## config.mk

```make
export PLATFORM = sky130hd
export DESIGN_NAME = x300_radio_core
export DESIGN_NICKNAME = d
export VERILOG_FILES = /design/src/design/radio_cfg_pkg.sv /design/src/design/radio_regs_pkg.sv /design/src/design/settings_bus_if.sv /design/src/design/db_control.sv /design/src/design/fe_control.sv /design/src/design/radio_io_map.sv /design/src/design/x300_radio_core.sv
export SDC_FILE = /design/constraint.sdc
export NUM_CORES = 2
export LEC_CHECK = 0
export BUFFER_PORTS_ARGS = -buffer_cell sky130_fd_sc_hd__buf_2
export CAP_MARGIN = 40
export CORE_AREA = 2 2 333 335
export DETAILED_ROUTE_END_ITERATION = 7
export DIE_AREA = 0 0 335 337
export GPL_TIMING_DRIVEN = 0
export PLACE_DENSITY = 0.65
export REMOVE_ABC_BUFFERS = 1
export SLEW_MARGIN = 10
export SYNTH_ARGS = -nofsm -noshare
export SYNTH_HDL_FRONTEND = slang
export SYNTH_SLANG_ARGS = --single-unit
```

## constraint.sdc

```tcl
create_clock -name radio_clk -period 3 [get_ports radio_clk]
set_clock_uncertainty 0.2 [all_clocks]
set_input_delay 0 -clock radio_clk [delete_from_list [all_inputs] [get_ports radio_clk]]
set_output_delay 0 -clock radio_clk [all_outputs]
set_load 0.02 [all_outputs]
```

## src/design/radio_cfg_pkg.sv

```systemverilog
// ---------------------------------------------------------------------------
// radio core sizing and sample types
// ---------------------------------------------------------------------------

package radio_cfg_pkg;

   // slot and channel counts
   localparam int NUM_DBOARDS      = 2;
   localparam int NUM_CHANS_PER_DB = 2;  // rx channels per slot
   localparam int NUM_CHANS        = NUM_DBOARDS * NUM_CHANS_PER_DB;

   // widths
   localparam int IQ_W   = 16;           // one I or Q component
   localparam int WORD_W = 32;           // settings / gpio / misc words

   // one I or Q component, two's complement
   typedef logic [IQ_W-1:0] iq_t;

   // packed sample, I in the upper half and Q in the lower half
   typedef logic [2*IQ_W-1:0] sample_t;

   // register word for gpio, misc and readback
   typedef logic [WORD_W-1:0] word_t;

   // saturation limits of a component
   localparam iq_t IQ_MAX = {1'b0, {(IQ_W-1){1'b1}}};  // +32767
   localparam iq_t IQ_MIN = {1'b1, {(IQ_W-1){1'b0}}};  // -32768

endpackage

```

## src/design/radio_regs_pkg.sv

```systemverilog
// ---------------------------------------------------------------------------
// settings bus register map and encodings
// ---------------------------------------------------------------------------

package radio_regs_pkg;

   typedef logic [7:0] set_addr_t;

   // fixed register map bases
   localparam set_addr_t SR_DB_BASE        = 8'd160;
   localparam set_addr_t RB_DB_BASE        = 8'd16;
   localparam set_addr_t SR_FE_CHAN_OFFSET = 8'd16;              // stride per rx channel
   localparam set_addr_t SR_TX_FE_BASE     = SR_DB_BASE + 8'd48;
   localparam set_addr_t SR_RX_FE_BASE     = SR_DB_BASE + 8'd64;

   // daughterboard setting addresses
   typedef enum set_addr_t {
      GPIO_IDLE = SR_DB_BASE,
      GPIO_RX   = SR_DB_BASE + 8'd1,
      GPIO_TX   = SR_DB_BASE + 8'd2,
      GPIO_FDX  = SR_DB_BASE + 8'd3,
      GPIO_DDR  = SR_DB_BASE + 8'd4,
      MISC_OUT  = SR_DB_BASE + 8'd5
   } db_reg_e;

   // readback addresses
   typedef enum set_addr_t {
      RB_MISC_IN    = RB_DB_BASE,
      RB_DB_GPIO_IN = RB_DB_BASE + 8'd1,
      RB_FP_GPIO_IN = RB_DB_BASE + 8'd2,
      RB_GPIO_DDR   = RB_DB_BASE + 8'd3
   } db_rb_e;

   // front-end op, low two bits of a fe register
   typedef enum logic [1:0] {
      IQ_PASS = 2'd0,
      IQ_SWAP = 2'd1,   // exchange I and Q
      IQ_CONJ = 2'd2,   // negate Q
      IQ_NEG  = 2'd3    // negate both
   } iq_op_e;

   // encoding is {tx, rx}
   typedef enum logic [1:0] {
      ATR_IDLE = 2'd0,
      ATR_RX   = 2'd1,
      ATR_TX   = 2'd2,
      ATR_FDX  = 2'd3
   } atr_state_e;

endpackage

```

## src/design/settings_bus_if.sv

```systemverilog
// per-slot settings bus, writes plus register readback
interface settings_bus_if import radio_cfg_pkg::*, radio_regs_pkg::*; ();

   logic      set_stb;    // one-cycle write strobe
   set_addr_t set_addr;
   word_t     set_data;

   logic      rb_stb;     // readback request
   set_addr_t rb_addr;
   word_t     rb_data;    // valid one cycle after rb_stb, held

   // register block with readback
   modport periph (
      input  set_stb, set_addr, set_data,
      input  rb_stb, rb_addr,
      output rb_data
   );

   // write-only listener
   modport listen (
      input  set_stb, set_addr, set_data
   );

endinterface

```

## src/design/db_control.sv

```systemverilog
module db_control import radio_cfg_pkg::*, radio_regs_pkg::*; (
   input  logic             radio_clk,
   input  logic             i_rst,
   settings_bus_if.periph   bus,
   input  logic             i_run_rx,      // any rx channel of the slot running
   input  logic             i_run_tx,      // any tx channel of the slot running
   input  word_t            i_misc_in,
   input  word_t            i_db_gpio_in,
   input  word_t            i_fp_gpio_in,
   output word_t            o_db_gpio_out,
   output word_t            o_db_gpio_ddr,
   output word_t            o_misc_out,
   output logic [2:0]       o_led          // {fdx, tx, rx only}
);

   // ------------------------------------------------------------------------
   // settings registers
   // ------------------------------------------------------------------------

   word_t      atr_gpio     [4];   // gpio value per atr state
   word_t      atr_gpio_nxt [4];
   word_t      gpio_ddr;
   word_t      misc_out;
   atr_state_e atr_state;

   // {tx, rx} maps straight onto the state encoding
   assign atr_state = atr_state_e'({i_run_tx, i_run_rx});

   // next value of the atr bank, so a write reaches the pins in one cycle
   always_comb begin
      atr_gpio_nxt = atr_gpio;
      if (bus.set_stb) begin
         case (bus.set_addr)
            GPIO_IDLE: atr_gpio_nxt[ATR_IDLE] = bus.set_data;
            GPIO_RX:   atr_gpio_nxt[ATR_RX]   = bus.set_data;
            GPIO_TX:   atr_gpio_nxt[ATR_TX]   = bus.set_data;
            GPIO_FDX:  atr_gpio_nxt[ATR_FDX]  = bus.set_data;
            default:   ;                      // not an atr reg
         endcase
      end
   end

   always_ff @(posedge radio_clk) begin
      if (i_rst) begin
         for (int s = 0; s < 4; s++) begin
            atr_gpio[s] <= '0;
         end
         gpio_ddr <= '0;      // all pins input
         misc_out <= '0;
      end else begin
         atr_gpio <= atr_gpio_nxt;
         if (bus.set_stb) begin
            case (bus.set_addr)
               GPIO_DDR: gpio_ddr <= bus.set_data;
               MISC_OUT: misc_out <= bus.set_data;
               default:  ;
            endcase
         end
      end
   end

   assign o_db_gpio_ddr = gpio_ddr;
   assign o_misc_out    = misc_out;

   // ------------------------------------------------------------------------
   // atr driven gpio and leds
   // ------------------------------------------------------------------------

   always_ff @(posedge radio_clk) begin
      if (i_rst) begin
         o_db_gpio_out <= '0;
         o_led         <= '0;
      end else begin
         o_db_gpio_out <= atr_gpio_nxt[atr_state];   // picks up same-cycle writes
         o_led[0]      <= i_run_rx & ~i_run_tx;      // rx only
         o_led[1]      <= i_run_tx;
         o_led[2]      <= (atr_state == ATR_FDX);
      end
   end

   // ------------------------------------------------------------------------
   // readback
   // ------------------------------------------------------------------------

   // loaded on rb_stb, held otherwise
   always_ff @(posedge radio_clk) begin
      if (i_rst) begin
         bus.rb_data <= '0;
      end else if (bus.rb_stb) begin
         case (bus.rb_addr)
            RB_MISC_IN:    bus.rb_data <= i_misc_in;
            RB_DB_GPIO_IN: bus.rb_data <= i_db_gpio_in;
            RB_FP_GPIO_IN: bus.rb_data <= i_fp_gpio_in;
            RB_GPIO_DDR:   bus.rb_data <= gpio_ddr;
            default:       bus.rb_data <= '0;        // unmapped reads as zero
         endcase
      end
   end

endmodule

```

## src/design/fe_control.sv

```systemverilog
module fe_control import radio_cfg_pkg::*, radio_regs_pkg::*; #(
   parameter int NUM_CHANS_PER_DB = 2
) (
   input  logic             radio_clk,
   input  logic             i_rst,
   settings_bus_if.listen   bus,
   input  sample_t          i_rx_data [NUM_CHANS_PER_DB],
   input  logic             i_rx_stb,                       // one strobe per slot
   output sample_t          o_rx_data [NUM_CHANS_PER_DB],
   output logic             o_rx_stb  [NUM_CHANS_PER_DB],
   input  sample_t          i_tx_data,
   input  logic             i_tx_stb,
   output sample_t          o_tx_data,
   output logic             o_tx_stb
);

   iq_op_e rx_op [NUM_CHANS_PER_DB];
   iq_op_e tx_op;

   // register address of rx channel ch
   function automatic set_addr_t rx_fe_addr(input int ch);
      return set_addr_t'(SR_RX_FE_BASE + ch * SR_FE_CHAN_OFFSET);
   endfunction

   // negate with clip, -32768 has no positive counterpart
   function automatic iq_t sat_neg(input iq_t x);
      return (x == IQ_MIN) ? IQ_MAX : iq_t'(-x);
   endfunction

   function automatic sample_t iq_apply(input iq_op_e op, input sample_t s);
      iq_t re;
      iq_t im;
      re = s[2*IQ_W-1:IQ_W];
      im = s[IQ_W-1:0];
      case (op)
         IQ_SWAP: return {im, re};
         IQ_CONJ: return {re, sat_neg(im)};
         IQ_NEG:  return {sat_neg(re), sat_neg(im)};
         default: return s;                           // pass
      endcase
   endfunction

   // ------------------------------------------------------------------------
   // opcode registers
   // ------------------------------------------------------------------------

   always_ff @(posedge radio_clk) begin
      if (i_rst) begin
         tx_op <= IQ_PASS;
         for (int c = 0; c < NUM_CHANS_PER_DB; c++) begin
            rx_op[c] <= IQ_PASS;
         end
      end else if (bus.set_stb) begin
         if (bus.set_addr == SR_TX_FE_BASE) begin
            tx_op <= iq_op_e'(bus.set_data[1:0]);   // upper bits ignored
         end
         for (int c = 0; c < NUM_CHANS_PER_DB; c++) begin
            if (bus.set_addr == rx_fe_addr(c)) begin
               rx_op[c] <= iq_op_e'(bus.set_data[1:0]);
            end
         end
      end
   end

   // ------------------------------------------------------------------------
   // one stage correction pipe
   // ------------------------------------------------------------------------

   // sample registers, only strobed samples are taken
   always_ff @(posedge radio_clk) begin
      for (int c = 0; c < NUM_CHANS_PER_DB; c++) begin
         if (i_rx_stb) begin
            o_rx_data[c] <= iq_apply(rx_op[c], i_rx_data[c]);
         end
      end
      if (i_tx_stb) begin
         o_tx_data <= iq_apply(tx_op, i_tx_data);
      end
   end

   // strobes ride along with the data
   always_ff @(posedge radio_clk) begin
      if (i_rst) begin
         o_tx_stb <= 1'b0;
         for (int c = 0; c < NUM_CHANS_PER_DB; c++) begin
            o_rx_stb[c] <= 1'b0;
         end
      end else begin
         o_tx_stb <= i_tx_stb;
         for (int c = 0; c < NUM_CHANS_PER_DB; c++) begin
            o_rx_stb[c] <= i_rx_stb;   // both channels share the adc strobe
         end
      end
   end

endmodule

```

## src/design/radio_io_map.sv

```systemverilog
module radio_io_map import radio_cfg_pkg::*; #(
   parameter int NUM_DBOARDS = 2
) (
   input  logic    radio_clk,
   input  logic    i_rst,
   input  sample_t i_rx             [NUM_DBOARDS],                    // adc word per slot
   output sample_t o_rx_chan        [NUM_DBOARDS*NUM_CHANS_PER_DB],
   input  logic    i_rx_running     [NUM_DBOARDS*NUM_CHANS_PER_DB],
   input  logic    i_tx_running     [NUM_DBOARDS*NUM_CHANS_PER_DB],
   output logic    o_run_rx         [NUM_DBOARDS],
   output logic    o_run_tx         [NUM_DBOARDS],
   input  word_t   i_misc_out       [NUM_DBOARDS],                    // from db_control
   output word_t   o_radio_misc_out [NUM_DBOARDS],                    // to the pins
   input  word_t   i_radio_misc_in  [NUM_DBOARDS],                    // from the pins
   output word_t   o_misc_in        [NUM_DBOARDS]                     // to readback
);

   // ------------------------------------------------------------------------
   // adc fan-out and atr aggregation
   // ------------------------------------------------------------------------

   // one adc word feeds every rx channel of its slot
   always_comb begin
      for (int d = 0; d < NUM_DBOARDS; d++) begin
         for (int c = 0; c < NUM_CHANS_PER_DB; c++) begin
            o_rx_chan[d*NUM_CHANS_PER_DB + c] = i_rx[d];
         end
      end
   end

   // slot is running if any of its channels is
   always_comb begin
      for (int d = 0; d < NUM_DBOARDS; d++) begin
         o_run_rx[d] = 1'b0;
         o_run_tx[d] = 1'b0;
         for (int c = 0; c < NUM_CHANS_PER_DB; c++) begin
            o_run_rx[d] = o_run_rx[d] | i_rx_running[d*NUM_CHANS_PER_DB + c];
            o_run_tx[d] = o_run_tx[d] | i_tx_running[d*NUM_CHANS_PER_DB + c];
         end
      end
   end

   // ------------------------------------------------------------------------
   // misc i/o registers, one stage each way
   // ------------------------------------------------------------------------

   always_ff @(posedge radio_clk) begin
      for (int d = 0; d < NUM_DBOARDS; d++) begin
         if (i_rst) begin
            o_radio_misc_out[d] <= '0;
            o_misc_in[d]        <= '0;
         end else begin
            o_radio_misc_out[d] <= i_misc_out[d];
            o_misc_in[d]        <= i_radio_misc_in[d];
         end
      end
   end

endmodule

```

## src/design/x300_radio_core.sv

```systemverilog
module x300_radio_core import radio_cfg_pkg::*, radio_regs_pkg::*; (
   input  logic      radio_clk,
   input  logic      i_rst,
   // settings buses, one per slot
   input  logic      i_set_stb        [NUM_DBOARDS],
   input  set_addr_t i_set_addr       [NUM_DBOARDS],
   input  word_t     i_set_data       [NUM_DBOARDS],
   input  logic      i_rb_stb         [NUM_DBOARDS],
   input  set_addr_t i_rb_addr        [NUM_DBOARDS],
   output word_t     o_rb_data        [NUM_DBOARDS],
   // adc / dac side
   input  sample_t   i_rx             [NUM_DBOARDS],
   input  logic      i_rx_stb         [NUM_DBOARDS],
   output sample_t   o_tx             [NUM_DBOARDS],
   output logic      o_tx_stb         [NUM_DBOARDS],
   // dsp side
   output sample_t   o_rx_data        [NUM_CHANS],
   output logic      o_rx_stb         [NUM_CHANS],
   input  sample_t   i_tx_data        [NUM_DBOARDS],
   input  logic      i_tx_stb         [NUM_DBOARDS],
   input  logic      i_rx_running     [NUM_CHANS],
   input  logic      i_tx_running     [NUM_CHANS],
   // daughterboard pins
   input  word_t     i_db_gpio_in     [NUM_DBOARDS],
   output word_t     o_db_gpio_out    [NUM_DBOARDS],
   output word_t     o_db_gpio_ddr    [NUM_DBOARDS],
   input  word_t     i_fp_gpio_in,                      // shared, readback only
   input  word_t     i_radio_misc_in  [NUM_DBOARDS],
   output word_t     o_radio_misc_out [NUM_DBOARDS],
   output logic [2:0] o_radio_led     [NUM_DBOARDS]
);

   sample_t rx_chan  [NUM_CHANS];     // adc word per channel
   logic    run_rx   [NUM_DBOARDS];
   logic    run_tx   [NUM_DBOARDS];
   word_t   misc_out [NUM_DBOARDS];   // db_control to pin register
   word_t   misc_in  [NUM_DBOARDS];   // registered pins to readback

   radio_io_map #(
      .NUM_DBOARDS      (NUM_DBOARDS)
   ) u_io_map (
      .radio_clk        (radio_clk),
      .i_rst            (i_rst),
      .i_rx             (i_rx),
      .o_rx_chan        (rx_chan),
      .i_rx_running     (i_rx_running),
      .i_tx_running     (i_tx_running),
      .o_run_rx         (run_rx),
      .o_run_tx         (run_tx),
      .i_misc_out       (misc_out),
      .o_radio_misc_out (o_radio_misc_out),
      .i_radio_misc_in  (i_radio_misc_in),
      .o_misc_in        (misc_in)
   );

   // ------------------------------------------------------------------------
   // per slot control and front end
   // ------------------------------------------------------------------------

   for (genvar s = 0; s < NUM_DBOARDS; s++) begin : g_slot
      settings_bus_if u_sbus ();
      sample_t fe_rx_in  [NUM_CHANS_PER_DB];
      sample_t fe_rx_out [NUM_CHANS_PER_DB];
      logic    fe_rx_stb [NUM_CHANS_PER_DB];

      assign u_sbus.set_stb  = i_set_stb[s];
      assign u_sbus.set_addr = i_set_addr[s];
      assign u_sbus.set_data = i_set_data[s];
      assign u_sbus.rb_stb   = i_rb_stb[s];
      assign u_sbus.rb_addr  = i_rb_addr[s];
      assign o_rb_data[s]    = u_sbus.rb_data;

      // slot local channel numbering
      for (genvar c = 0; c < NUM_CHANS_PER_DB; c++) begin : g_chan
         assign fe_rx_in[c]                       = rx_chan[s*NUM_CHANS_PER_DB + c];
         assign o_rx_data[s*NUM_CHANS_PER_DB + c] = fe_rx_out[c];
         assign o_rx_stb[s*NUM_CHANS_PER_DB + c]  = fe_rx_stb[c];
      end

      db_control u_db_control (
         .radio_clk     (radio_clk),
         .i_rst         (i_rst),
         .bus           (u_sbus.periph),
         .i_run_rx      (run_rx[s]),
         .i_run_tx      (run_tx[s]),
         .i_misc_in     (misc_in[s]),
         .i_db_gpio_in  (i_db_gpio_in[s]),
         .i_fp_gpio_in  (i_fp_gpio_in),
         .o_db_gpio_out (o_db_gpio_out[s]),
         .o_db_gpio_ddr (o_db_gpio_ddr[s]),
         .o_misc_out    (misc_out[s]),
         .o_led         (o_radio_led[s])
      );

      // tx of the slot's first channel drives the dac
      fe_control #(
         .NUM_CHANS_PER_DB (NUM_CHANS_PER_DB)
      ) u_fe_control (
         .radio_clk (radio_clk),
         .i_rst     (i_rst),
         .bus       (u_sbus.listen),
         .i_rx_data (fe_rx_in),
         .i_rx_stb  (i_rx_stb[s]),
         .o_rx_data (fe_rx_out),
         .o_rx_stb  (fe_rx_stb),
         .i_tx_data (i_tx_data[s]),
         .i_tx_stb  (i_tx_stb[s]),
         .o_tx_data (o_tx[s]),
         .o_tx_stb  (o_tx_stb[s])
      );
   end

endmodule

```

==> run metrics <==
Peak Freq=328 MHz; Hold Violations, Final=0; R2R setup slack=40 ps; initial antenna violation count=19; Layout Nets=5471; top cells by area, synth=dfxtp_1, edfxtp_1, mux2i_1; htree depth=3; min cycle time layout=3050 ps; Crit Path Class=in -> reg; Initial DRC Count=2835; Simple-Gate Fraction of Synth Area=15.3%; CP Capture Type=flip-flop; total core area=110000 um^2; Reg area=19100 um^2; clock sinks=854; DIE HEIGHT=337 um; I/O Buffers=~860; clk root buf=clkbuf_16; CP arrival=~3300 ps; Clk pin slew, worst setup/hold paths=60 ps; via-per-instance ratio=5.30; IO Count=862; top cell type's share of synthesized area=35.9%; TritonCTS clock tree=done; drc violations=0; Slew Viols, Final=0; area grow syn2layout=48.5%; Max clock buf depth=3; Adder-Cell Fraction of Synth Area=0.275%; hpwl dp=between 100000 and 150000 um; fillers=9593; Worst VDD drop=481 uV; synthesized netlist cell count=3510; first-pass GRT wire length=roughly 220000 um; Setup crit start=i_tx_data[34]; failing checks=negative setup slack; die extent in x=between 300 and 400 um; share of layout cells above drive strength 1=24.6%; unrepaired setup endpoints after global routing=yes; CTS Buf Count=93; routability cong.=about 0.92; Cell Pwr Density=about 510 nW/um^2; drt wl/cell=~23 um; Post-Layout Cell Count=6574; clk_lat worst skew=roughly 690 ps; grt ovf=0; Max FO, Critical Path=6; final wirelength=152000 um; Place WS=-349 ps; total power=approximately 28000 uW; # rows=122; number of global-route vias before repair=34.5k; synth warn=0; post-synthesis async set-or-reset flop share=0%; origin of the critical flop-to-flop path=g_slot[0].u_fe_control.tx_op[1]; Compound-Gate Fraction of Synth Area=11.6%; fin crit share=102%; area share of xor/xnor cells in the synthesized design=less than 1%; CP required=3200 ps; mapped cell area=36400 um^2; largest family of logic cells by synthesized area=multiplexers; setup ws final=-46.6 ps; Mean Syn Cell Area=just over 10 um^2; largest net degree at the start of global routing=144; mux contribution to synthesized area=15.9%; most common flop cell mapped by yosys=dfxtp_1; Post-DRT Antenna Nets=0; gr usage total=25.7%; DIE AREA=113000 um^2; leakage power=0.0232 uW; via count=34.8k; DRT Pass-1 Iters=5; largest area contributor in the netlist=dfxtp_1; Max Cap Violations=0; Core Util, Final=around 49%; starting density of the core=between 30% and 40%; multi-input combinational cell area=16300 um^2; Slew headroom=a little under two fifths; Worst Min Path Start=i_set_data[48]; Seq/Total Area, Yosys=52.4%; register bit total from synthesis=854; synth unique cells=70; Worst setup SP type=input port; Worst-Margin Slew=930 ps; worst min-delay path class=in -> reg; EDFF count, synth=200; outcome=complete, but fails checks; final setup fails=2; placed cells=5568
==> stage by stage <==
step	hold WS [ps]	instance area [um^2]	TNS [ps]
after floorplan	-128	35300	-149960
after global routing	52.8	54100	-190
after global placement	11.4	41400	-3959020
after detailed placement	11.6	42500	-1450
after CTS	1.74	53900	0
final	58.4	54100	-64.2
==> routing by layer <==
layer  track usage (%)  wire length [um]  vias to the layer above  share of wire, %
met3              5.67             12400                      432               8.2
li1                  -                 -                    15770                 -
met2              42.0             70100                     1722                46
met5                 0                51                        -             0.034
met4              16.2             10400                        8               6.9
met1              30.8             59100                    16879                39
==> cell type report <==
type | instances | area share (%)
diodes | 9 | 0.0416
well taps | 1426 | 3.30
repair buffers | 1735 | 25.0
clock inverters | 47 | 1.06
flip-flops and latches | 854 | 35.3
clock buffers | 126 | 4.91
multi-input cells | 2330 | 30.1
inverters | 47 | 0.326
==> sequential cells by signal, indices dropped and copies added (netlist names), 8 cells and up <==
name,flops
g_slot.u_db_control.atr_gpio,256
g_slot.u_db_control.bus.rb_data,64
g_slot.u_db_control.o_db_gpio_ddr,64
g_slot.u_db_control.o_db_gpio_out,64
g_slot.u_db_control.o_misc_out,64
g_slot.u_fe_control.o_rx_data,128
g_slot.u_fe_control.o_tx_data,64
g_slot.u_fe_control.rx_op,8
u_io_map.o_misc_in,64
u_io_map.o_radio_misc_out,64
==> critical path: stages <==
cell           delay [ps]
dlygate4sd3_1         560
buf_2                 180
or4_4                 570
nor4b_1               480
xnor2_1               110
dlygate4sd3_1         570
mux2i_1               150
nand2_1                70
dlygate4sd3_1         560
==> synth_stat cells, types with 28 or more instances <==
library cell    n
buf_1          30
mux4_2         64
mux2i_1       424
edfxtp_1      200
nor2_1        559
inv_1          46
a31oi_1        28
o22ai_1       136
nand3_1        40
clkbuf_1      222
nor3_1         38
or2_2          40
o221ai_1       47
o22a_1         42
a21oi_1       167
nor2b_1       227
o21ai_0        77
nand2_1        85
dfxtp_1       654
==> kinds of logic (layout without fill, tap and decap cells) <==
| family | after synthesis | after routing |
|---|---|---|
| DFF | 854 | 854 |
| adders and majority gates | 8 | 8 |
| other | 0 | 9 |
| xor gates and xnor gates | 41 | 41 |
| and+or+nand+nor | 1142 | 1142 |
| buffers and inverters | 326 | 1955 |
| muxes | 498 | 498 |
| AOI/OAI and AO/OA | 641 | 641 |
==> cells in the final DEF (no fill, tap or decap), types with 40 or more instances in the layout <==
master / instances
o221ai_1: 47
o22ai_1: 136
dfxtp_1: 650
nor2b_1: 226
mux2i_1: 424
a21oi_1: 167
o22a_1: 42
dlygate4sd3_1: 812
buf_2: 858
inv_1: 46
nand2_1: 81
o21ai_0: 76
mux4_2: 64
nor2_1: 557
clkbuf_16: 97
edfxtp_1: 200
or2_2: 40
==> repair_timing <==
| action | in CTS | in global routing |
|---|---|---|
| endpoints found under the setup margin | 0 | 83 |
| hold buffers | 813 | 1 |
| gates resized for setup | 0 | 20 |
| hold endpoints to repair | 1002 | 1 |
| buffers inserted | 0 | 11 |
==> path summary, 6_finish.rpt <==
kind / to / cells after the start
min reg2reg: u_io_map.o_radio_misc_out[33] / 1
min: g_slot[0].u_db_control.o_misc_out[16] / 4
max reg2reg: g_slot[0].u_fe_control.o_tx_data[27] / 5
max: g_slot[0].u_fe_control.o_tx_data[10] / 9
==> power by group <==
part	switching [uW]	leakage, uW	internal, uW
logic	1800	0.0144	1510
clock network	5120	0.00157	6920
registers	121	0.00723	12100
total	7040	0.0232	20500
No activity file was read; power rests on OpenSTA's default activity.
